`src/logic/exec_pkg.sv`:
```
package exec_pkg;

    typedef logic [31:0] word_t;
    typedef logic [3:0]  rob_tag_t;

    typedef enum logic [1:0] {
        CLASS_ALU    = 2'b00,
        CLASS_BRANCH = 2'b01,
        CLASS_MUL    = 2'b10
    } exec_class_e;

    // Low three bits follow funct3 and bit 3 marks the alternate forms
    typedef enum logic [3:0] {
        ALU_ADD    = 4'b0000,
        ALU_SLL    = 4'b0001,
        ALU_SLT    = 4'b0010,
        ALU_SLTU   = 4'b0011,
        ALU_XOR    = 4'b0100,
        ALU_SRL    = 4'b0101,
        ALU_OR     = 4'b0110,
        ALU_AND    = 4'b0111,
        ALU_SUB    = 4'b1000,
        ALU_SRA    = 4'b1101,
        ALU_PASS_B = 4'b1111
    } alu_op_e;

    // Branch conditions keep their RISC-V funct3 codes
    typedef enum logic [2:0] {
        CMP_BEQ  = 3'b000,
        CMP_BNE  = 3'b001,
        CMP_BLT  = 3'b100,
        CMP_BGE  = 3'b101,
        CMP_BLTU = 3'b110,
        CMP_BGEU = 3'b111
    } cmp_op_e;

    typedef enum logic [1:0] {
        MUL_MUL    = 2'b00,
        MUL_MULH   = 2'b01,
        MUL_MULHSU = 2'b10,
        MUL_MULHU  = 2'b11
    } mul_op_e;

    // The operation class picks which view of the op field is meaningful
    typedef union packed {
        alu_op_e alu_op;
        struct packed {
            logic    spare;
            cmp_op_e cond;
        } cmp;
        struct packed {
            logic [1:0] spare;
            mul_op_e    kind;
        } mul;
    } exec_op_u;

endpackage

```
`src/logic/exec_issue_queue.sv`:
```
`timescale 1ns/1ps

module exec_issue_queue #(
    parameter int QUEUE_DEPTH = 4
) (
    input  logic                  clk,
    input  logic                  rst_n,
    input  logic                  push_valid,
    input  exec_pkg::exec_class_e push_class,
    input  exec_pkg::exec_op_u    push_op,
    input  exec_pkg::rob_tag_t    push_tag,
    input  exec_pkg::word_t       push_pc,
    input  exec_pkg::word_t       push_rs1,
    input  exec_pkg::word_t       push_rs2,
    input  exec_pkg::word_t       push_imm,
    input  logic                  push_op1_pc,
    input  logic                  push_op2_imm,
    input  logic                  pop_stall,
    output logic                  pop_valid,
    output exec_pkg::exec_class_e pop_class,
    output exec_pkg::exec_op_u    pop_op,
    output exec_pkg::rob_tag_t    pop_tag,
    output exec_pkg::word_t       pop_pc,
    output exec_pkg::word_t       pop_rs1,
    output exec_pkg::word_t       pop_rs2,
    output exec_pkg::word_t       pop_imm,
    output logic                  pop_op1_pc,
    output logic                  pop_op2_imm,
    output logic                  credit_return
);
    import exec_pkg::*;

    localparam int PTR_W = (QUEUE_DEPTH > 1) ? $clog2(QUEUE_DEPTH) : 1;
    localparam int CNT_W = $clog2(QUEUE_DEPTH + 1);

    exec_class_e      class_mem   [QUEUE_DEPTH];
    exec_op_u         op_mem      [QUEUE_DEPTH];
    rob_tag_t         tag_mem     [QUEUE_DEPTH];
    word_t            pc_mem      [QUEUE_DEPTH];
    word_t            rs1_mem     [QUEUE_DEPTH];
    word_t            rs2_mem     [QUEUE_DEPTH];
    word_t            imm_mem     [QUEUE_DEPTH];
    logic             op1_pc_mem  [QUEUE_DEPTH];
    logic             op2_imm_mem [QUEUE_DEPTH];
    logic [PTR_W-1:0] wr_ptr;
    logic [PTR_W-1:0] rd_ptr;
    logic [CNT_W-1:0] count;
    logic             out_ready;
    logic             pop;

    // The output register takes a new entry when it is empty or its entry moves on
    assign out_ready     = !pop_valid || !pop_stall;
    assign pop           = (count != '0) && out_ready;
    assign credit_return = pop;

    always_ff @(posedge clk or negedge rst_n) begin
        if (!rst_n) begin
            wr_ptr    <= '0;
            rd_ptr    <= '0;
            count     <= '0;
            pop_valid <= 1'b0;
        end else begin
            if (push_valid) begin
                wr_ptr <= (wr_ptr == PTR_W'(QUEUE_DEPTH - 1)) ? '0 : wr_ptr + 1'b1;
            end
            if (pop) begin
                rd_ptr <= (rd_ptr == PTR_W'(QUEUE_DEPTH - 1)) ? '0 : rd_ptr + 1'b1;
            end
            count <= count + CNT_W'(push_valid) - CNT_W'(pop);
            if (out_ready) begin
                pop_valid <= pop;
            end
        end
    end

    always_ff @(posedge clk) begin
        if (push_valid) begin
            class_mem[wr_ptr]   <= push_class;
            op_mem[wr_ptr]      <= push_op;
            tag_mem[wr_ptr]     <= push_tag;
            pc_mem[wr_ptr]      <= push_pc;
            rs1_mem[wr_ptr]     <= push_rs1;
            rs2_mem[wr_ptr]     <= push_rs2;
            imm_mem[wr_ptr]     <= push_imm;
            op1_pc_mem[wr_ptr]  <= push_op1_pc;
            op2_imm_mem[wr_ptr] <= push_op2_imm;
        end
        if (pop) begin
            pop_class   <= class_mem[rd_ptr];
            pop_op      <= op_mem[rd_ptr];
            pop_tag     <= tag_mem[rd_ptr];
            pop_pc      <= pc_mem[rd_ptr];
            pop_rs1     <= rs1_mem[rd_ptr];
            pop_rs2     <= rs2_mem[rd_ptr];
            pop_imm     <= imm_mem[rd_ptr];
            pop_op1_pc  <= op1_pc_mem[rd_ptr];
            pop_op2_imm <= op2_imm_mem[rd_ptr];
        end
    end

    // A full queue means the issuer has already spent every credit it was given
    a_no_push_when_full: assert property (
        @(posedge clk) disable iff (!rst_n) push_valid |-> (count != CNT_W'(QUEUE_DEPTH))
    ) else $error("issue queue overflow");

endmodule

```
`src/logic/exec_operand_select.sv`:
```
`timescale 1ns/1ps

module exec_operand_select (
    input  logic                  clk,
    input  logic                  rst_n,
    input  logic                  in_valid,
    input  exec_pkg::exec_class_e in_class,
    input  exec_pkg::exec_op_u    in_op,
    input  exec_pkg::rob_tag_t    in_tag,
    input  exec_pkg::word_t       in_pc,
    input  exec_pkg::word_t       in_rs1,
    input  exec_pkg::word_t       in_rs2,
    input  exec_pkg::word_t       in_imm,
    input  logic                  in_op1_pc,
    input  logic                  in_op2_imm,
    input  logic                  stall,
    output logic                  out_valid,
    output exec_pkg::exec_class_e out_class,
    output exec_pkg::exec_op_u    out_op,
    output exec_pkg::rob_tag_t    out_tag,
    output exec_pkg::word_t       alu_a,
    output exec_pkg::word_t       alu_b,
    output exec_pkg::word_t       cmp_a,
    output exec_pkg::word_t       cmp_b,
    output logic                  mul_start
);
    import exec_pkg::*;

    word_t sel_a;
    word_t sel_b;
    logic  mul_issued;

    always_comb begin
        if (in_class == CLASS_BRANCH) begin
            // The ALU forms the branch target while the comparator sees the registers
            sel_a = in_pc;
            sel_b = in_imm;
        end else begin
            sel_a = in_op1_pc ? in_pc : in_rs1;
            sel_b = in_op2_imm ? in_imm : in_rs2;
        end
    end

    always_ff @(posedge clk or negedge rst_n) begin
        if (!rst_n) begin
            out_valid  <= 1'b0;
            mul_issued <= 1'b0;
        end else if (!stall) begin
            out_valid  <= in_valid;
            mul_issued <= 1'b0;
        end else if (mul_start) begin
            mul_issued <= 1'b1;
        end
    end

    always_ff @(posedge clk) begin
        if (!stall) begin
            out_class <= in_class;
            out_op    <= in_op;
            out_tag   <= in_tag;
            alu_a     <= sel_a;
            alu_b     <= sel_b;
            cmp_a     <= in_rs1;
            cmp_b     <= in_rs2;
        end
    end

    // One start per multiply, in its first cycle in the register
    assign mul_start = out_valid && (out_class == CLASS_MUL) && !mul_issued;

endmodule

```
`src/logic/exec_alu_cmp.sv`:
```
`timescale 1ns/1ps

module exec_alu_cmp (
    input  exec_pkg::exec_op_u    op,
    input  exec_pkg::exec_class_e op_class,
    input  exec_pkg::word_t       alu_a,
    input  exec_pkg::word_t       alu_b,
    input  exec_pkg::word_t       cmp_a,
    input  exec_pkg::word_t       cmp_b,
    output exec_pkg::word_t       alu_result,
    output logic                  branch_taken
);
    import exec_pkg::*;

    alu_op_e    alu_op;
    logic [4:0] shamt;
    logic       equal;
    logic       signed_lt;
    logic       unsigned_lt;
    logic       cond_true;

    // Branches reuse the adder for the target address
    assign alu_op = (op_class == CLASS_BRANCH) ? ALU_ADD : op.alu_op;
    assign shamt  = alu_b[4:0];

    always_comb begin
        case (alu_op)
            ALU_ADD:    alu_result = alu_a + alu_b;
            ALU_SUB:    alu_result = alu_a - alu_b;
            ALU_SLL:    alu_result = alu_a << shamt;
            ALU_SLT:    alu_result = {31'b0, $signed(alu_a) < $signed(alu_b)};
            ALU_SLTU:   alu_result = {31'b0, alu_a < alu_b};
            ALU_XOR:    alu_result = alu_a ^ alu_b;
            ALU_SRL:    alu_result = alu_a >> shamt;
            ALU_SRA:    alu_result = word_t'($signed(alu_a) >>> shamt);
            ALU_OR:     alu_result = alu_a | alu_b;
            ALU_AND:    alu_result = alu_a & alu_b;
            ALU_PASS_B: alu_result = alu_b;
            default:    alu_result = '0;
        endcase
    end

    assign equal       = (cmp_a == cmp_b);
    assign signed_lt   = $signed(cmp_a) < $signed(cmp_b);
    assign unsigned_lt = (cmp_a < cmp_b);

    always_comb begin
        case (op.cmp.cond)
            CMP_BEQ:  cond_true = equal;
            CMP_BNE:  cond_true = !equal;
            CMP_BLT:  cond_true = signed_lt;
            CMP_BGE:  cond_true = !signed_lt;
            CMP_BLTU: cond_true = unsigned_lt;
            CMP_BGEU: cond_true = !unsigned_lt;
            default:  cond_true = 1'b0;
        endcase
    end

    // Taken only has meaning for branches
    assign branch_taken = (op_class == CLASS_BRANCH) && cond_true;

endmodule

```
`src/logic/exec_multiplier.sv`:
```
`timescale 1ns/1ps

module exec_multiplier (
    input  logic              clk,
    input  logic              rst_n,
    input  logic              start,
    input  exec_pkg::mul_op_e mul_type,
    input  exec_pkg::word_t   a,
    input  exec_pkg::word_t   b,
    output exec_pkg::word_t   product,
    output logic              busy,
    output logic              done
);
    import exec_pkg::*;

    logic        a_signed;
    logic        b_signed;
    logic        a_neg;
    logic        b_neg;
    word_t       a_abs;
    word_t       b_abs;
    logic [63:0] acc;
    logic [63:0] mcand;
    logic [63:0] full;
    word_t       mplier;
    logic [4:0]  step;
    logic        neg;
    logic        high_word;

    // MUL keeps unsigned magnitudes since its low word ignores signedness
    assign a_signed = (mul_type == MUL_MULH) || (mul_type == MUL_MULHSU);
    assign b_signed = (mul_type == MUL_MULH);
    assign a_neg    = a_signed && a[31];
    assign b_neg    = b_signed && b[31];
    assign a_abs    = a_neg ? -a : a;
    assign b_abs    = b_neg ? -b : b;

    always_ff @(posedge clk or negedge rst_n) begin
        if (!rst_n) begin
            busy <= 1'b0;
            done <= 1'b0;
            step <= '0;
        end else begin
            done <= 1'b0;
            if (start) begin
                busy <= 1'b1;
                step <= '0;
            end else if (busy) begin
                step <= step + 1'b1;
                if (step == 5'd31) begin
                    busy <= 1'b0;
                    done <= 1'b1;
                end
            end
        end
    end

    // One multiplier bit per cycle with the multiplicand shifting left
    always_ff @(posedge clk) begin
        if (start) begin
            acc       <= '0;
            mcand     <= {32'b0, a_abs};
            mplier    <= b_abs;
            neg       <= a_neg ^ b_neg;
            high_word <= (mul_type != MUL_MUL);
        end else if (busy) begin
            if (mplier[0]) begin
                acc <= acc + mcand;
            end
            mcand  <= mcand << 1;
            mplier <= mplier >> 1;
        end
    end

    assign full    = neg ? -acc : acc;
    assign product = high_word ? full[63:32] : full[31:0];

    a_start_when_idle: assert property (
        @(posedge clk) disable iff (!rst_n) start |-> !busy
    ) else $error("multiplier started while busy");

endmodule

```
`src/logic/exec_writeback.sv`:
```
`timescale 1ns/1ps

module exec_writeback #(
    parameter int RESULT_CREDITS = 2
) (
    input  logic                  clk,
    input  logic                  rst_n,
    input  logic                  in_valid,
    input  exec_pkg::exec_class_e in_class,
    input  exec_pkg::rob_tag_t    in_tag,
    input  exec_pkg::word_t       alu_result,
    input  logic                  branch_taken,
    input  exec_pkg::word_t       mul_product,
    input  logic                  mul_busy,
    input  logic                  mul_done,
    input  logic                  result_credit,
    output logic                  lane_stall,
    output logic                  result_valid,
    output exec_pkg::rob_tag_t    result_tag,
    output exec_pkg::word_t       result_value,
    output logic                  result_taken
);
    import exec_pkg::*;

    localparam int CRED_W = $clog2(RESULT_CREDITS + 1);

    logic [CRED_W-1:0] credits;
    logic              res_full;
    logic              mul_held;
    logic              mul_ready;
    logic              send;
    logic              capture;

    // A finished product may wait here until the result register has room
    assign mul_ready    = mul_done || mul_held;
    assign send         = res_full && (credits != '0);
    assign capture      = in_valid && (!res_full || send) && ((in_class != CLASS_MUL) || mul_ready);
    assign lane_stall   = mul_busy || (in_valid && !capture);
    assign result_valid = send;

    always_ff @(posedge clk or negedge rst_n) begin
        if (!rst_n) begin
            credits  <= CRED_W'(RESULT_CREDITS);
            res_full <= 1'b0;
            mul_held <= 1'b0;
        end else begin
            credits <= credits - CRED_W'(send) + CRED_W'(result_credit);
            if (capture) begin
                res_full <= 1'b1;
            end else if (send) begin
                res_full <= 1'b0;
            end
            if (capture) begin
                mul_held <= 1'b0;
            end else if (mul_done) begin
                mul_held <= 1'b1;
            end
        end
    end

    always_ff @(posedge clk) begin
        if (capture) begin
            result_tag   <= in_tag;
            result_value <= (in_class == CLASS_MUL) ? mul_product : alu_result;
            result_taken <= branch_taken;
        end
    end

    // The consumer never hands back more credits than it was granted
    a_credit_bound: assert property (
        @(posedge clk) disable iff (!rst_n)
        result_credit |-> (credits != CRED_W'(RESULT_CREDITS)) || send
    ) else $error("result credit overflow");

endmodule

```
`src/logic/exec_unit.sv`:
```
`timescale 1ns/1ps

module exec_unit #(
    parameter int QUEUE_DEPTH    = 4,
    parameter int RESULT_CREDITS = 2
) (
    input  logic                  clk,
    input  logic                  rst_n,
    input  logic                  issue_valid,
    input  exec_pkg::exec_class_e issue_class,
    input  exec_pkg::exec_op_u    issue_op,
    input  exec_pkg::rob_tag_t    issue_tag,
    input  exec_pkg::word_t       issue_pc,
    input  exec_pkg::word_t       issue_rs1,
    input  exec_pkg::word_t       issue_rs2,
    input  exec_pkg::word_t       issue_imm,
    input  logic                  issue_op1_pc,
    input  logic                  issue_op2_imm,
    output logic                  issue_credit,
    output logic                  result_valid,
    output exec_pkg::rob_tag_t    result_tag,
    output exec_pkg::word_t       result_value,
    output logic                  result_taken,
    input  logic                  result_credit
);
    import exec_pkg::*;

    logic        q_valid;
    exec_class_e q_class;
    exec_op_u    q_op;
    rob_tag_t    q_tag;
    word_t       q_pc;
    word_t       q_rs1;
    word_t       q_rs2;
    word_t       q_imm;
    logic        q_op1_pc;
    logic        q_op2_imm;
    logic        os_valid;
    exec_class_e os_class;
    exec_op_u    os_op;
    rob_tag_t    os_tag;
    word_t       alu_a;
    word_t       alu_b;
    word_t       cmp_a;
    word_t       cmp_b;
    logic        mul_start;
    word_t       alu_result;
    logic        branch_taken;
    word_t       mul_product;
    logic        mul_busy;
    logic        mul_done;
    logic        lane_stall;

    exec_issue_queue #(.QUEUE_DEPTH(QUEUE_DEPTH)) u_queue (
        .clk, .rst_n,
        .push_valid(issue_valid), .push_class(issue_class), .push_op(issue_op),
        .push_tag(issue_tag), .push_pc(issue_pc), .push_rs1(issue_rs1),
        .push_rs2(issue_rs2), .push_imm(issue_imm),
        .push_op1_pc(issue_op1_pc), .push_op2_imm(issue_op2_imm),
        .pop_stall(lane_stall),
        .pop_valid(q_valid), .pop_class(q_class), .pop_op(q_op), .pop_tag(q_tag),
        .pop_pc(q_pc), .pop_rs1(q_rs1), .pop_rs2(q_rs2), .pop_imm(q_imm),
        .pop_op1_pc(q_op1_pc), .pop_op2_imm(q_op2_imm),
        .credit_return(issue_credit)
    );

    exec_operand_select u_operands (
        .clk, .rst_n,
        .in_valid(q_valid), .in_class(q_class), .in_op(q_op), .in_tag(q_tag),
        .in_pc(q_pc), .in_rs1(q_rs1), .in_rs2(q_rs2), .in_imm(q_imm),
        .in_op1_pc(q_op1_pc), .in_op2_imm(q_op2_imm),
        .stall(lane_stall),
        .out_valid(os_valid), .out_class(os_class), .out_op(os_op), .out_tag(os_tag),
        .alu_a, .alu_b, .cmp_a, .cmp_b, .mul_start
    );

    exec_alu_cmp u_alu_cmp (
        .op(os_op), .op_class(os_class),
        .alu_a, .alu_b, .cmp_a, .cmp_b,
        .alu_result, .branch_taken
    );

    exec_multiplier u_mul (
        .clk, .rst_n,
        .start(mul_start), .mul_type(os_op.mul.kind), .a(alu_a), .b(alu_b),
        .product(mul_product), .busy(mul_busy), .done(mul_done)
    );

    exec_writeback #(.RESULT_CREDITS(RESULT_CREDITS)) u_writeback (
        .clk, .rst_n,
        .in_valid(os_valid), .in_class(os_class), .in_tag(os_tag),
        .alu_result, .branch_taken, .mul_product, .mul_busy, .mul_done,
        .result_credit, .lane_stall,
        .result_valid, .result_tag, .result_value, .result_taken
    );

endmodule

```
`config.mk`:
```
export PLATFORM = sky130hd
export DESIGN_NAME = exec_unit
export DESIGN_NICKNAME = d
export VERILOG_FILES = /design/src/logic/exec_pkg.sv /design/src/logic/exec_issue_queue.sv /design/src/logic/exec_operand_select.sv /design/src/logic/exec_alu_cmp.sv /design/src/logic/exec_multiplier.sv /design/src/logic/exec_writeback.sv /design/src/logic/exec_unit.sv
export SDC_FILE = /design/constraint.sdc
export NUM_CORES = 2
export LEC_CHECK = 0
export BUFFER_PORTS_ARGS = -buffer_cell sky130_fd_sc_hd__buf_2
export CAP_MARGIN = 20
export CORE_MARGIN = 1
export CORE_UTILIZATION = 52
export DETAILED_ROUTE_END_ITERATION = 16
export GPL_TIMING_DRIVEN = 1
export PLACE_DENSITY = 0.69
export SYNTH_ARGS = -nofsm -noshare
export SYNTH_HDL_FRONTEND = slang
export SYNTH_SLANG_ARGS = --single-unit
```
`constraint.sdc`:
```
create_clock -name clk -period 33.8 [get_ports clk]
set_input_delay 3.38 -clock clk [delete_from_list [all_inputs] [get_ports clk]]
set_output_delay 3.38 -clock clk [all_outputs]
set_load 0.01 [all_outputs]
```
**Word-level counts from Yosys, hierarchy flattened**

Memories as Yosys holds them, arrays and structs flattened. A register that Yosys moved wholly into a read port is not among the register bits.
Cells that the tools add are included.

- Add/sub/neg operators: 13
- Bitwise logic cells: 4
- Reduce and logical (&&, ||, !) cells: 33
- Eq/ne operators: 26
- Order comparisons: 4
- Shift operators: 3
- Muxes and demuxes: 34

Operators by type and width:

| operator | count |
|---|---|
| 32-bit 2-to-1 mux | 12 |
| 32-bit one-hot mux with 11 select lines | 1 |
| 32-bit less-than comparator | 4 |
| 64-bit adder | 1 |
| 64-bit 2-to-1 mux | 1 |
| 32-bit negation | 2 |
| 64-bit negation | 1 |
| 32-bit adder | 1 |
| 32-bit AND | 1 |
| 32-bit == test | 1 |
| 32-bit OR | 1 |
| 32-bit by 5-bit left shift with 32-bit output | 1 |
| 32-bit by 5-bit right shift with 32-bit output | 1 |
| 32-bit by 5-bit >>> shifter with 32-bit output | 1 |
| 32-bit subtractor | 1 |
| 32-bit XOR | 1 |
| 4-bit by 3-bit == test with 1-bit output, second input constant | 4 |
| 1-bit 2-to-1 mux | 14 |
| 3-bit == test, second input constant | 4 |
| 4-bit == test, second input constant | 3 |
| 1-bit logical AND | 10 |
| 5-bit 2-to-1 mux | 2 |
| 2-bit nonzero test | 5 |
| 2-bit == test, second input constant | 4 |
| other kinds (22) | 40 |

- Bits in registers: 358
- Memories: 9
- Bits of input ports: 144
- Memory bits (writable): 560

Memory list:

| memory | words | bits a word | rd ports | clocked after memory_dff | write ports | line | text |
|---|---|---|---|---|---|---|---|
| u_queue.imm_mem | 4 | 32 | 1 | 1 | 1 | exec_issue_queue.sv:42 | `word_t imm_mem [QUEUE_DEPTH];` |
| u_queue.pc_mem | 4 | 32 | 1 | 1 | 1 | exec_issue_queue.sv:39 | `word_t pc_mem [QUEUE_DEPTH];` |
| u_queue.rs1_mem | 4 | 32 | 1 | 1 | 1 | exec_issue_queue.sv:40 | `word_t rs1_mem [QUEUE_DEPTH];` |
| u_queue.rs2_mem | 4 | 32 | 1 | 1 | 1 | exec_issue_queue.sv:41 | `word_t rs2_mem [QUEUE_DEPTH];` |
| u_queue.op_mem | 4 | 4 | 1 | 1 | 1 | exec_issue_queue.sv:37 | `exec_op_u op_mem [QUEUE_DEPTH];` |
| u_queue.tag_mem | 4 | 4 | 1 | 1 | 1 | exec_issue_queue.sv:38 | `rob_tag_t tag_mem [QUEUE_DEPTH];` |
| +3 memories | -- | -- | -- | -- | -- | -- |  |

**Depth between registers and ports, before layout**

- Depth in word-level cells: 12
- Mapped depth: 17
- Mapped depth without buffers: 14

**Cells and area by module**

A second synthesis with hierarchy kept.

- Cells, all modules: 4331
- Area, all modules: 54692.5 um2

By module, submodules not included:

| module | area each (um2) | seq. area each (um2) | instances | cells each |
|---|---|---|---|---|
| exec_issue_queue | 24830.1 | 21220.4 | 1 | 912 |
| exec_multiplier | 12934.9 | 4078.9 | 1 | 1657 |
| exec_alu_cmp | 9755.6 | 0.0 | 1 | 1449 |
| exec_operand_select | 5290.1 | 4194.0 | 1 | 219 |
| exec_writeback | 1881.8 | 1212.4 | 1 | 94 |

**Least setup slack after synthesis**

No wires, ideal clock.

- Path type: register -> output
- Start: reg u_writeback.credits[1]
- End: out issue_credit
- Arrival: 11.536 ns
- Slack: 18.884 ns
- Cell stages (with the launch flop): 7
- Path through: dfstp_2 nor2_1 nand2_1 o311ai_0 a21oi_1 o21bai_1 inv_1

- Longest elaborated chain between the ends: 11

RTL lines:

| what | line | text |
|---|---|---|
| start: declaration | exec_writeback.sv:27 | `logic [CRED_W-1:0] credits;` |
| start signal: assignment | exec_writeback.sv:43 | `credits <= CRED_W'(RESULT_CREDITS);` |
| start signal: assignment | exec_writeback.sv:47 | `credits <= credits - CRED_W'(send) + CRED_W'(result_credit);` |
| 2-bit nonzero test | exec_writeback.sv:36 | `assign send = res_full && (credits != '0);` |
| 1-bit logical AND | exec_writeback.sv:36 |  |
| 1-bit logical OR | exec_writeback.sv:37 | `assign capture = in_valid && (!res_full \|\| send) && ((in_class != CLASS_MUL) \|\| mul_ready);` |
| 1-bit logical AND (2 in series) | exec_writeback.sv:37 |  |
| 1-bit zero test | exec_writeback.sv:38 | `assign lane_stall = mul_busy \|\| (in_valid && !capture);` |
| 1-bit logical AND | exec_writeback.sv:38 |  |
| 1-bit logical OR | exec_writeback.sv:38 |  |
| 1-bit zero test | -- |  |
| 1-bit logical OR | exec_issue_queue.sv:52 | `assign out_ready = !pop_valid \|\| !pop_stall;` |
| 1-bit logical AND | exec_issue_queue.sv:53 | `assign pop = (count != '0) && out_ready;` |
| end: declaration | exec_unit.sv:19 | `output logic issue_credit,` |

No other way between the ends.

**Worst setup path in the final report**

- Start: reg u_operands.out_class[0]
- End: out issue_credit

- Longest elaborated chain between the ends: 9

RTL lines:

| what | line | text |
|---|---|---|
| start: declaration | exec_operand_select.sv:18 | `output exec_pkg::exec_class_e out_class,` |
| start signal: assignment | exec_operand_select.sv:58 | `out_class <= in_class;` |
| 2-bit inequality test | exec_writeback.sv:37 |  |
| 1-bit logical OR | exec_writeback.sv:37 |  |
| 1-bit logical AND | exec_writeback.sv:37 |  |
| 1-bit zero test | exec_writeback.sv:38 |  |
| 1-bit logical AND | exec_writeback.sv:38 |  |
| 1-bit logical OR | exec_writeback.sv:38 |  |
| 1-bit zero test | -- |  |
| 1-bit logical OR | exec_issue_queue.sv:52 |  |
| 1-bit logical AND | exec_issue_queue.sv:53 |  |

No other way between the ends.

==> out/results.ini <==
[outcome]
status=finished, final reports clean

[routing]
antenna_left=0
finalWirelength_um=151000
via_per_inst=6.25
drc=0
vias=36900
wl_per_cell_um=25.5
drtIter0Drc=4028
first_pass_iters=7

[sta]
min_period_ns=6.73
worst_slew_pin_slew_ns=1.08
max_clock_freq_ghz=0.149
fin_ws_ns=27.07
rsz0062_at_grt=false
hold_viol_final=0
fin_crit_sh_pct=19.9
setup_viol=0
slew_viol_final=0
final.setup.tns_ns=0
relSlewSlack_pct=27.3
skew_ns=0.0683

[layout]
layout-drive-gt1-share_pct=15.0
fill_cells=8187
regArea_um2=30700
multi_input_comb_area_um2=21600
area_growth_pct=10.4
most-common-layout-cells=941 x edfxtp_1, 373 x nand2_1, 313 x a21oi_1
nNetsFinal=4811
fin_cells=5899
layout_commonest_cell=edfxtp_1

[logic_synthesis]
synth_warnings=0
yosys.cell_types.count=89
synth_seq_cells=1058
synth-main-ff-cell=edfxtp_1
syn_nets=4733
synth_area_per_cell_um2=12.3
synth-seq-area-share_pct=57.0
syn_area_um2=53900
syn_inst=4368
synthArstFlopShare_pct=1.98
synth_edf_count=941

[critical_path]
worstSetupPathDepth=6
critical_path_class=reg2out
reg2reg_to=u_writeback.result_value[27]
reg2reg_slack_ns=28.31
worstPathCellList=nand2b_1, o311ai_0, a21oi_4, o21bai_1, inv_6, buf_2
crit_path_end_kind=output pin
cpPeakStageDelay_ns=0.78
crit_arrival_ns=3.35
start_kind=register
crit-reg2reg-launch=u_operands.alu_b[1]
required_ns=30.42
path_delay_family=compound AO/OA/AOI/OAI gates
worst-path-buf-inv=2
rr_worst_depth=13
crit_path_max_fanout=25
crit_slowest_cell=o311ai_0

[clocking]
cts_tree=built
path_clk_slew_ns=0.06
cts_made_buffers=104
insertion_delay_ns=0.73
postCtsSetupBuffers=0
cts.hold.buffers_added=0
cts_sinks=1058
htree_levels=3
ctsResizeCount=0
clockBufferDepth=3
clockRootBuffer=clkbuf_16

[power]
power.density_nw_per_um2=91.7
p_leak_uw=0.0218
ir_drop_v=0.0000610

[grt]
gr-total-overflow=0
grt_max_degree=84
grt_usage_pct=28.7
grt_pass1_wl_um=225000
grt_pass1_vias=35300
antenna_found_initial=2

[floorplanning]
coreArea_um2=102000
fp.dieW_um=324
dieArea_um2=105000
num_io_pins=183
std_cell_rows=117
initial_core_util_pct=52.7
die_h_um=324

[place]
placed_cells=5708
dp_hpwl_um=107000
place_congestion=1.05
io_buffers=182
place_worst_setup_slack_ns=27.63

[hold_path]
hold_class=reg2reg
holdPathStages=0
min_to=u_operands.out_op[2]
hold_start=u_queue.pop_op[2]

[job]
max_cap_viol_count=0

[area by class of cell]
cell class	count	area share [%]
flip-flops and latches	1058	51.6
multi-input cells	2868	36.3
clock buffers	125	4.57
well taps	1368	2.88
repair buffers	249	2.38
clock inverters	65	1.24
inverters	165	1.05
diodes	1	0.00421
[sequential cells by signal, indices dropped and copies added, names as in the netlist, 64 cells and up]
register         count
u_queue.rs1_mem    128
u_queue.imm_mem    128
u_queue.pc_mem     128
u_mul.acc           64
u_queue.rs2_mem    128
u_mul.mcand         64
[power breakdown]
part / switching (µW) / internal [µW] / leakage, µW
logic: 1340 / 832 / 0.0103
clock network: 506 / 656 / 0.00168
registers: 255 / 1860 / 0.00980
[worst reg2reg max path, delay by kind of cell (launching register included)]
kind            cells  cell delay, ns
compound gates      8            3.24
buf+inv             2            0.89
fa+ha+maj           1            0.45
simple gates        2            0.43
flops               1            0.32
[worst max path at each step]
stage          slack (ns)                    end                    start
6_report            27.07           issue_credit  u_operands.out_class[0]
3_5_place_dp        27.63   u_queue.pc_mem[0][2]              issue_valid
4_1_cts             26.98           issue_credit  u_operands.out_class[0]
2_1_floorplan       18.88           issue_credit   u_writeback.credits[1]
3_3_place_gp        27.66  u_queue.rs1_mem[0][0]              issue_valid
5_1_grt             26.78           issue_credit  u_operands.out_class[0]
[synthesized netlist by cell type, types with 10 or more instances]
cell	count	area [µm²]
o22ai_1	44	275
xnor2_1	138	1210
a31oi_1	32	200
nor2b_1	24	150
o311ai_0	10	87.6
dfrtp_1	20	500
a211oi_1	49	368
o21a_1	14	105
and3_1	15	93.8
nor3_1	60	300
nor4_1	27	169
o221ai_1	20	175
edfxtp_1	941	28300
mux4_2	158	3560
nand2_1	375	1410
a22oi_1	17	128
inv_1	162	608
nand3_1	53	265
dfxtp_1	96	1920
o211ai_1	31	233
clkbuf_1	213	800
o21ai_0	270	1350
a211o_1	13	114
nand4_1	53	332
or4_1	13	97.6
a21o_1	67	503
o41ai_1	20	175
o31ai_1	41	308
o21bai_1	28	210
a21oi_1	316	1580
ha_1	217	2720
nand2b_1	18	113
buf_1	57	214
a221o_1	18	180
mux2_2	72	811
or3_1	30	188
mux2i_1	111	1110
xor2_1	46	403
nor2_1	303	1140
a221oi_1	34	298
and2_1	14	87.6
[logic make-up after synthesis]
kind of cell / count (synthesis) / synth area share (%)
XOR/XNOR: 184 / 2.99
multiplexers: 341 / 10.2
adder cells (fa/ha/maj): 221 / 5.19
AO/OA/AOI/OAI: 1098 / 12.9
flip-flops: 1058 / 57.0
AND/OR/NAND/NOR: 1024 / 8.64
buffers and inverters: 442 / 3.14
[stage by stage]
step | instance area [µm²] | total power [µW] | hold WS, ns | util, %
2_1_floorplan | 53900 | 3590 | 0.400 | -
3_3_place_gp | 56000 | 4240 | 0.401 | 54.8
3_5_place_dp | 56000 | 4260 | 0.405 | 54.8
4_1_cts | 59500 | 5440 | 0.413 | 58.1
5_1_grt | 59500 | 5740 | 0.425 | 58.1
6_report | 59500 | 5460 | 0.418 | 58.1
[layer usage]
layer | share of wire (%) | global-route usage (%)
met1 | 44 | 41.5
met2 | 46 | 44.7
met3 | 7.1 | 4.17
met4 | 3.1 | 8.94
met5 | 0.018 | 0
Note: power is estimated with default switching activity, not from simulation.
